**config.mk**
```make
export PLATFORM = sky130hd
export DESIGN_NAME = dem_uart_top
export DESIGN_NICKNAME = d
export VERILOG_FILES = /design/src/source/dem_uart_pkg.sv /design/src/source/dem_uart_regs.sv /design/src/source/dem_uart_rx_buffer.sv /design/src/source/dem_uart_top.sv /design/src/source/dem_uart_tx_packer.sv
export VERILOG_INCLUDE_DIRS = /design/src /design/src/source
export SDC_FILE = /design/constraint.sdc
export NUM_CORES = 1
export LEC_CHECK = 0
export ABC_AREA = 0
export BUFFER_PORTS_ARGS = -buffer_cell sky130_fd_sc_hd__buf_2
export CAP_MARGIN = 20
export CORE_UTILIZATION = 55
export DETAILED_ROUTE_END_ITERATION = 8
export GPL_ROUTABILITY_DRIVEN = 0
export GPL_TIMING_DRIVEN = 0
export PLACE_DENSITY = 0.76
export SYNTH_ARGS = -nofsm -noshare
export SYNTH_HDL_FRONTEND = slang
export SYNTH_HIERARCHICAL = 1
export SYNTH_SLANG_ARGS = --single-unit
```
**constraint.sdc**
```tcl
create_clock -name clk -period 5.9 [get_ports clk]
set_clock_uncertainty 0.2 [all_clocks]
set_input_delay 1.18 -clock clk [delete_from_list [all_inputs] [get_ports clk]]
set_output_delay 1.18 -clock clk [all_outputs]
set_load 0.1 [all_outputs]
```
**src/source/dem_uart_macros.svh**
```systemverilog
`ifndef DEM_UART_MACROS_SVH
`define DEM_UART_MACROS_SVH

////////////////////////////////////////////////////////////
// Queue sizing
////////////////////////////////////////////////////////////

// Entries per character queue
`define DEM_UART_FIFO_DEPTH 4

// Pointer width for the queues
`define DEM_UART_FIFO_AW 2

////////////////////////////////////////////////////////////
// Flit format
////////////////////////////////////////////////////////////

// Kind byte on top, character below
`define DEM_UART_FLIT_W 16

`endif

```
**src/source/dem_uart_pkg.sv**
```systemverilog
package dem_uart_pkg;

  ////////////////////////////////////////////////////////////
  // Register map
  ////////////////////////////////////////////////////////////

  // 16550 offsets, DLL/DLM share 0 and 1 when DLAB is set
  typedef enum logic [2:0] {
    REG_RBR_THR = 3'd0,
    REG_IER     = 3'd1,
    REG_IIR_FCR = 3'd2,
    REG_LCR     = 3'd3,
    REG_LSR     = 3'd5
  } uart_reg_e;

  // IIR low nibble, bit 0 set means nothing pending
  typedef enum logic [3:0] {
    INTR_NONE = 4'h1,
    INTR_TBE  = 4'h2,
    INTR_RBF  = 4'h4,
    INTR_LS   = 4'h6
  } iir_code_e;

  // Upper byte of a debug flit
  typedef enum logic [7:0] {
    FLIT_CHAR = 8'h01,
    FLIT_CTRL = 8'h02
  } flit_kind_e;

endpackage

```
**src/source/dem_uart_regs.sv**
```systemverilog
`timescale 1ns/1ps

module dem_uart_regs import dem_uart_pkg::*; (
  input  logic       clk,
  input  logic       rst,
  input  logic       bus_req,
  input  logic [2:0] bus_addr,
  input  logic       bus_write,
  input  logic [7:0] bus_wdata,
  input  logic       in_valid,
  input  logic [7:0] in_char,
  input  logic       out_ready,
  output logic       bus_ack,
  output logic [7:0] bus_rdata,
  output logic       out_valid,
  output logic [7:0] out_char,
  output logic       in_ready,
  output logic       rx_clear,
  output logic       tx_clear,
  output logic       irq
);

  // LSR bit positions
  localparam int LSR_DR   = 0;
  localparam int LSR_THRE = 5;
  localparam int LSR_TEMT = 6;

  // Line control, bit 7 is DLAB
  logic [7:0]  lcr, nxt_lcr;
  // Stored only, no baud generator behind it
  logic [15:0] divisor, nxt_divisor;

  // IER bits
  logic erbfi, etbei, elsi;
  logic nxt_erbfi, nxt_etbei, nxt_elsi;

  // FCR state
  logic fifo_enable, fifo_rx_clear, fifo_tx_clear;
  logic nxt_fifo_enable, nxt_fifo_rx_clear, nxt_fifo_tx_clear;

  logic      dlab;
  logic      irq_rbf;
  logic      irq_tbe;
  iir_code_e iir_code;
  uart_reg_e reg_sel;

  ////////////////////////////////////////////////////////////
  // Interrupts
  ////////////////////////////////////////////////////////////

  // Data waiting / room to send
  assign irq_rbf = erbfi & in_valid;
  assign irq_tbe = etbei & out_ready;
  assign irq     = irq_rbf | irq_tbe;

  // Receive outranks transmit
  always_comb begin
    if (irq_rbf) iir_code = INTR_RBF;
    else if (irq_tbe) iir_code = INTR_TBE;
    else iir_code = INTR_NONE;
  end

  // Flush pulses, one cycle after the FCR write
  assign rx_clear = fifo_enable & fifo_rx_clear;
  assign tx_clear = fifo_enable & fifo_tx_clear;

  assign dlab    = lcr[7];
  assign bus_ack = bus_req;
  assign reg_sel = uart_reg_e'(bus_addr);

  ////////////////////////////////////////////////////////////
  // State
  ////////////////////////////////////////////////////////////

  always_ff @(posedge clk) begin
    if (rst) begin
      lcr           <= '0;
      divisor       <= '0;
      erbfi         <= 1'b0;
      etbei         <= 1'b0;
      elsi          <= 1'b0;
      fifo_enable   <= 1'b0;
      fifo_rx_clear <= 1'b0;
      fifo_tx_clear <= 1'b0;
    end else begin
      lcr           <= nxt_lcr;
      divisor       <= nxt_divisor;
      erbfi         <= nxt_erbfi;
      etbei         <= nxt_etbei;
      elsi          <= nxt_elsi;
      fifo_enable   <= nxt_fifo_enable;
      fifo_rx_clear <= nxt_fifo_rx_clear;
      fifo_tx_clear <= nxt_fifo_tx_clear;
    end
  end

  ////////////////////////////////////////////////////////////
  // Bus decode
  ////////////////////////////////////////////////////////////

  always_comb begin
    nxt_lcr     = lcr;
    nxt_divisor = divisor;
    nxt_erbfi   = erbfi;
    nxt_etbei   = etbei;
    nxt_elsi    = elsi;
    nxt_fifo_enable = fifo_enable;
    // Clear bits self-clear unless rewritten
    nxt_fifo_rx_clear = 1'b0;
    nxt_fifo_tx_clear = 1'b0;
    out_valid = 1'b0;
    out_char  = 8'h00;
    in_ready  = 1'b0;
    bus_rdata = 8'h00;

    if (bus_req) begin
      case (reg_sel)
        REG_RBR_THR: begin
          if (dlab) begin
            // DLL
            if (bus_write) nxt_divisor[7:0] = bus_wdata;
            else bus_rdata = divisor[7:0];
          end else if (bus_write) begin
            // THR, lost if packer not ready
            out_valid = 1'b1;
            out_char  = bus_wdata;
          end else begin
            // RBR read pops the head
            bus_rdata = in_char;
            in_ready  = 1'b1;
          end
        end
        REG_IER: begin
          if (dlab) begin
            // DLM
            if (bus_write) nxt_divisor[15:8] = bus_wdata;
            else bus_rdata = divisor[15:8];
          end else if (bus_write) begin
            {nxt_elsi, nxt_etbei, nxt_erbfi} = bus_wdata[2:0];
          end else begin
            bus_rdata = {5'b00000, elsi, etbei, erbfi};
          end
        end
        REG_IIR_FCR: begin
          if (bus_write) begin
            // FCR, DMA select ignored
            {nxt_fifo_tx_clear, nxt_fifo_rx_clear, nxt_fifo_enable} = bus_wdata[2:0];
          end else begin
            bus_rdata = {fifo_enable, fifo_enable, 2'b00, iir_code};
          end
        end
        REG_LCR: begin
          if (bus_write) nxt_lcr = bus_wdata;
          else bus_rdata = lcr;
        end
        REG_LSR: begin
          // Read only, writes fall through
          bus_rdata[LSR_DR]   = in_valid;
          bus_rdata[LSR_THRE] = out_ready;
          bus_rdata[LSR_TEMT] = out_ready;
        end
        default: ;
      endcase
    end
  end

endmodule

```
**src/source/dem_uart_rx_buffer.sv**
```systemverilog
`timescale 1ns/1ps
`include "dem_uart_macros.svh"

module dem_uart_rx_buffer import dem_uart_pkg::*; (
  input  logic                        clk,
  input  logic                        rst,
  input  logic                        flit_in_valid,
  input  logic [`DEM_UART_FLIT_W-1:0] flit_in_data,
  input  logic                        in_ready,
  input  logic                        rx_clear,
  output logic                        in_valid,
  output logic [7:0]                  in_char
);

  // Character storage
  logic [7:0] mem [`DEM_UART_FIFO_DEPTH];

  logic [`DEM_UART_FIFO_AW-1:0] rd_ptr;
  logic [`DEM_UART_FIFO_AW-1:0] wr_ptr;
  logic [`DEM_UART_FIFO_AW:0]   count;

  flit_kind_e kind;
  logic       full;
  logic       push;
  logic       pop;

  ////////////////////////////////////////////////////////////
  // Flit filter
  ////////////////////////////////////////////////////////////

  // Kind lives in the top byte
  assign kind = flit_kind_e'(flit_in_data[`DEM_UART_FLIT_W-1 -: 8]);
  assign full = (count == (`DEM_UART_FIFO_AW+1)'(`DEM_UART_FIFO_DEPTH));

  // Control flits and overflow characters are dropped
  assign push = flit_in_valid && (kind == FLIT_CHAR) && !full;
  // RBR read on empty queue does nothing
  assign pop  = in_ready && (count != '0);

  ////////////////////////////////////////////////////////////
  // Queue
  ////////////////////////////////////////////////////////////

  always_ff @(posedge clk) begin
    if (push) begin
      mem[wr_ptr] <= flit_in_data[7:0];
    end
  end

  always_ff @(posedge clk) begin
    if (rst || rx_clear) begin
      rd_ptr <= '0;
      wr_ptr <= '0;
      count  <= '0;
    end else begin
      if (push) wr_ptr <= wr_ptr + 1'b1;
      if (pop)  rd_ptr <= rd_ptr + 1'b1;
      // Push and pop together leave count alone
      count <= count + {{`DEM_UART_FIFO_AW{1'b0}}, push} - {{`DEM_UART_FIFO_AW{1'b0}}, pop};
    end
  end

  // Head of queue towards the register block
  assign in_valid = (count != '0);
  assign in_char  = mem[rd_ptr];

endmodule

```
**src/source/dem_uart_top.sv**
```systemverilog
`timescale 1ns/1ps
`include "dem_uart_macros.svh"

module dem_uart_top (
  input  logic                        clk,
  input  logic                        rst,
  input  logic                        bus_req,
  input  logic [2:0]                  bus_addr,
  input  logic                        bus_write,
  input  logic [7:0]                  bus_wdata,
  output logic                        bus_ack,
  output logic [7:0]                  bus_rdata,
  input  logic                        flit_in_valid,
  input  logic [`DEM_UART_FLIT_W-1:0] flit_in_data,
  output logic                        flit_out_valid,
  output logic [`DEM_UART_FLIT_W-1:0] flit_out_data,
  input  logic                        flit_out_ready,
  input  logic                        drop,
  output logic                        irq
);

  // Receive path
  logic       in_valid, in_ready;
  logic [7:0] in_char;
  // Transmit path
  logic       out_valid, out_ready;
  logic [7:0] out_char;
  // FCR flushes
  logic       rx_clear, tx_clear;

  dem_uart_rx_buffer u_rx (.clk, .rst, .flit_in_valid, .flit_in_data,
                           .in_ready, .rx_clear, .in_valid, .in_char);

  dem_uart_regs u_regs (.clk, .rst, .bus_req, .bus_addr, .bus_write, .bus_wdata,
                        .in_valid, .in_char, .out_ready, .bus_ack, .bus_rdata,
                        .out_valid, .out_char, .in_ready, .rx_clear, .tx_clear, .irq);

  dem_uart_tx_packer u_tx (.clk, .rst, .out_valid, .out_char, .drop, .tx_clear,
                           .flit_out_ready, .out_ready, .flit_out_valid,
                           .flit_out_data);

endmodule

```
**src/source/dem_uart_tx_packer.sv**
```systemverilog
`timescale 1ns/1ps
`include "dem_uart_macros.svh"

module dem_uart_tx_packer import dem_uart_pkg::*; (
  input  logic                        clk,
  input  logic                        rst,
  input  logic                        out_valid,
  input  logic [7:0]                  out_char,
  input  logic                        drop,
  input  logic                        tx_clear,
  input  logic                        flit_out_ready,
  output logic                        out_ready,
  output logic                        flit_out_valid,
  output logic [`DEM_UART_FLIT_W-1:0] flit_out_data
);

  // Outgoing characters, payload only
  logic [7:0] mem [`DEM_UART_FIFO_DEPTH];

  logic [`DEM_UART_FIFO_AW-1:0] rd_ptr;
  logic [`DEM_UART_FIFO_AW-1:0] wr_ptr;
  logic [`DEM_UART_FIFO_AW:0]   count;

  logic full;
  logic empty;
  logic push;
  logic pop;

  ////////////////////////////////////////////////////////////
  // Handshake
  ////////////////////////////////////////////////////////////

  assign full  = (count == (`DEM_UART_FIFO_AW+1)'(`DEM_UART_FIFO_DEPTH));
  assign empty = (count == '0);

  // Host discard makes the sink always ready
  assign out_ready = drop | !full;
  // Nothing gets queued while dropping
  assign push = out_valid && !drop && !full;
  // Drop drains one entry per cycle with no flit shown
  assign pop  = !empty && (drop || flit_out_ready);

  assign flit_out_valid = !empty && !drop;
  assign flit_out_data  = {FLIT_CHAR, mem[rd_ptr]};

  ////////////////////////////////////////////////////////////
  // Queue
  ////////////////////////////////////////////////////////////

  always_ff @(posedge clk) begin
    if (push) begin
      mem[wr_ptr] <= out_char;
    end
  end

  always_ff @(posedge clk) begin
    if (rst || tx_clear) begin
      rd_ptr <= '0;
      wr_ptr <= '0;
      count  <= '0;
    end else begin
      if (push) wr_ptr <= wr_ptr + 1'b1;
      if (pop)  rd_ptr <= rd_ptr + 1'b1;
      count <= count + {{`DEM_UART_FIFO_AW{1'b0}}, push} - {{`DEM_UART_FIFO_AW{1'b0}}, pop};
    end
  end

endmodule

```
==> key figures <==
Run status
  • Run status: finished, violations left
  • Failing checks: DRC

Routing
  • DRC viols: 12
  • Met1 wire length: around 4100 um
  • Detail Route Antenna Nets: 0
  • Max Used Layer: met4
  • Routed len/inst: 17.0 um
  • Total number of vias: 3233
  • Met2 wire length: approximately 5100 um
  • DR iter-0 viols: 143
  • Vias/cell: about 5.6
  • Metal3 WL: 423 um
  • Detailed Route WL: between 9000 and 10000 um
  • First-pass iteration count of the detailed router: 6

Critical path
  • Critical path endpoint category: output pin
  • Slowest cell on the critical path: buf_2
  • CP Class: input port to output pin
  • Slowest Stage Delay on Critical Path: roughly 430 ps
  • Crit path top cell by count: buf_2
  • Worst Path Required: about 4500 ps
  • Worst EP arrival: between 2000 and 3000 ps
  • CP Buf/Inv Count: 2
  • Critical path, cell by cell: buf_2, nor2_1, nand2_1, or3_1, nand3_1, buf_2
  • Startpoint Class: input port
  • Critical path fanouts, max: 8
  • Largest delay share family, worst path: simple AND/OR/NAND/NOR gates

Timing
  • RSZ-0062 raised after global routing: false
  • TNS Setup: 0 ps
  • Fmax: ~0.24 GHz
  • Final setup violation count: 0
  • Hold Vio Cnt, Final: 0
  • Worst setup margin: between 1500 and 2000 ps
  • Relative slew slack: 0.603
  • Final period utilization: 0.696
  • Slew Viols, Final: 0
  • Slew @ Worst Pin: between 500 and 600 ps
  • Final Critical Period: 4110 ps

Clocking
  • Clock-pin slew on the worst setup and hold paths: 100 ps
  • CTS tree: done
  • Clk sinks: 112
  • Post-CTS setup buffers: 0
  • Hold-fix buffers at CTS: 0
  • # H-tree levels: 3
  • Clock root buffer: clkbuf_8
  • Clock buffer depth: 2
  • Clk Latency, worst-skew pair: approximately 370 ps
  • CTS Buf Count: 9
  • Post-CTS Resized: 0

Cells and area
  • Layout fillers: 670
  • Share of cells above drive strength 1: 0.253
  • Multi-input gate area: 1970 um2
  • # diodes: 0
  • Storage cell area: between 2000 and 3000 um2
  • Layout Utilization: 0.644
  • Post-Layout Cell Count: ~580
  • Final net count: around 520
  • Area growth, synth to finish: 12.3%

Worst hold path
  • Worst min-delay path class: flip-flop to flip-flop

Yosys
  • Synth Instances: 400
  • Main flop type after synthesis: edfxtp_1
  • Synth Cell Area: approximately 5000 um2
  • YS warnings: 6
  • Seq/Total Area, Yosys: 0.571
  • FFs w/ async S/R, synth: 0
  • Yosys cell types: 55
  • Seq cells post-synth: between 100 and 150
  • Mean Syn Cell Area: ~13 um2
  • EDFF count, synth: between 60 and 70

Placement
  • Placed insts: approximately 570
  • HPWL after DPL: between 7000 and 8000 um
  • Pre-CTS setup slack: 1620 ps
  • I/O Buffers: 52

Die
  • Starting Density: 0.574
  • CORE AREA: roughly 8800 um2
  • Die height: 97.8 um
  • Die area: between 9000 and 10000 um2
  • Io pins: 61
  • Die width: between 90 and 100 um
  • Row Count: 34

Global routing
  • Largest net degree at the start of global routing: 23
  • GRT Util Overall: 0.225
  • Antenna violations before repair: 0
  • Grt total ovfl: 0
  • Vias in the first global route: 3236
  • First-pass GRT wire length: 16400 um

Run
  • Max cap viols: 0

Power and ir drop
  • Pwr dens: 308 nW/um2
  • Peak VDD IR: 0.000142 V
  • Static Leak: about 2.1 nW
==> stage by stage <==
| stage | hold slack, ps | area, um2 | power [mW] |
|---|---|---|---|
| 2_1_floorplan | 232 | 5070 | 1.24 |
| 3_3_place_gp | 243 | 5470 | 1.31 |
| 3_5_place_dp | 247 | 5470 | 1.31 |
| 4_1_cts | 263 | 5670 | 1.77 |
| 5_1_grt | 287 | 5670 | 1.83 |
| 6_report | 264 | 5670 | 1.75 |
==> state kept, by name, summed over array words and instances, names as in the netlist, named ones only <==
register	flops
u_regs/fifo_tx_clear	1
u_rx/wr_ptr	2
u_rx/count	3
u_regs/fifo_enable	1
u_tx/count	3
u_regs/lcr	8
u_tx/rd_ptr	2
u_rx/mem	32
u_regs/erbfi	1
u_tx/mem	32
u_rx/rd_ptr	2
u_tx/wr_ptr	2
u_regs/elsi	1
u_regs/fifo_rx_clear	1
u_regs/divisor	16
u_regs/etbei	1
==> layout by cell type (no fill, tap or decap), types with 4 or more instances in the layout <==
master,n
a21oi_1,12
and2_1,21
and3_1,8
buf_2,58
buf_4,10
clkbuf_1,8
clkbuf_8,9
conb_1,8
dfxtp_1,48
edfxtp_1,64
ha_1,12
inv_1,12
mux2i_1,29
mux4_2,17
nand2_1,33
nand3_1,6
nor2_1,38
nor3_1,9
o21ai_0,9
or3_1,4
xnor2_1,6
==> routing by layer <==
layer,vias up,track usage
met4,0,0.0734
met1,1587,0.289
met3,11,0.0523
li1,1552,-
met5,-,0
met2,83,0.379
==> power breakdown <==
part           internal [mW]  switching [mW]
sequential             0.842          0.0175
combinational          0.123           0.311
clock                  0.170           0.285
==> cells in the mapped netlist, drive strengths merged (2+ instances only) <==
library cell | instances | area, um2
fa | 2 | 40.0
nor3b | 2 | 20.0
and3 | 9 | 61.3
a21oi | 12 | 60.1
mux2 | 3 | 33.8
or3 | 5 | 32.5
nand3 | 6 | 30.0
edfxtp | 64 | 1920
and2 | 21 | 131
xnor2 | 6 | 52.6
nand3b | 2 | 27.5
nand2b | 2 | 20.0
mux4 | 17 | 383
ha | 12 | 150
o21ai | 9 | 45.0
dfxtp | 48 | 961
conb | 2 | 7.51
a21boi | 4 | 30.0
nor3 | 11 | 71.3
buf | 19 | 143
nor2b | 3 | 18.8
mux2i | 29 | 290
clkbuf | 8 | 30.0
nand2 | 34 | 130
a22oi | 3 | 22.5
a211oi | 2 | 15.0
inv | 13 | 51.3
nor2 | 38 | 143
==> cell type report <==
| class | instances | share of cell area |
|---|---|---|
| Clock buffer | 9 | 0.0218 |
| Buffer | 27 | 0.0304 |
| Multi-Input combinational cell | 254 | 0.347 |
| Sequential cell | 112 | 0.508 |
| Timing Repair Buffer | 52 | 0.0459 |
| Clock inverter | 7 | 0.0141 |
| Tap cell | 108 | 0.0238 |
| Inverter | 13 | 0.00904 |
==> worst min-delay path, delay by kind of cell (launching register included) <==
family	cells	cell delay [ps]
DFF	1	320
and+or+nand+nor	1	50
AOI/OAI and AO/OA	1	50
==> logic make-up (layout without fill, tap and decap cells) <==
logic type,Yosys count,after routing,synth area share
compound gates,40,40,0.0520
xor+xnor,7,7,0.0136
fa+ha+maj,14,14,0.0376
buf+inv,40,108,0.0443
flops,112,112,0.571
mux,49,49,0.140
other cells,2,8,0.00149
simple gates,136,136,0.140
==> worst paths after layout <==
check / from / endpoint / slack [ps] / cells after the start
setup / recovery: bus_addr[2] / bus_rdata[0] / 1790 / 6
hold / removal: u_regs/lcr[5] / u_regs/lcr[5] / 260 / 2
setup reg to reg: u_regs/lcr[7] / u_tx/count[2] / 2860 / 15
hold reg to reg: u_regs/lcr[5] / u_regs/lcr[5] / 260 / 2
No activity file was read; power rests on OpenSTA's default activity.
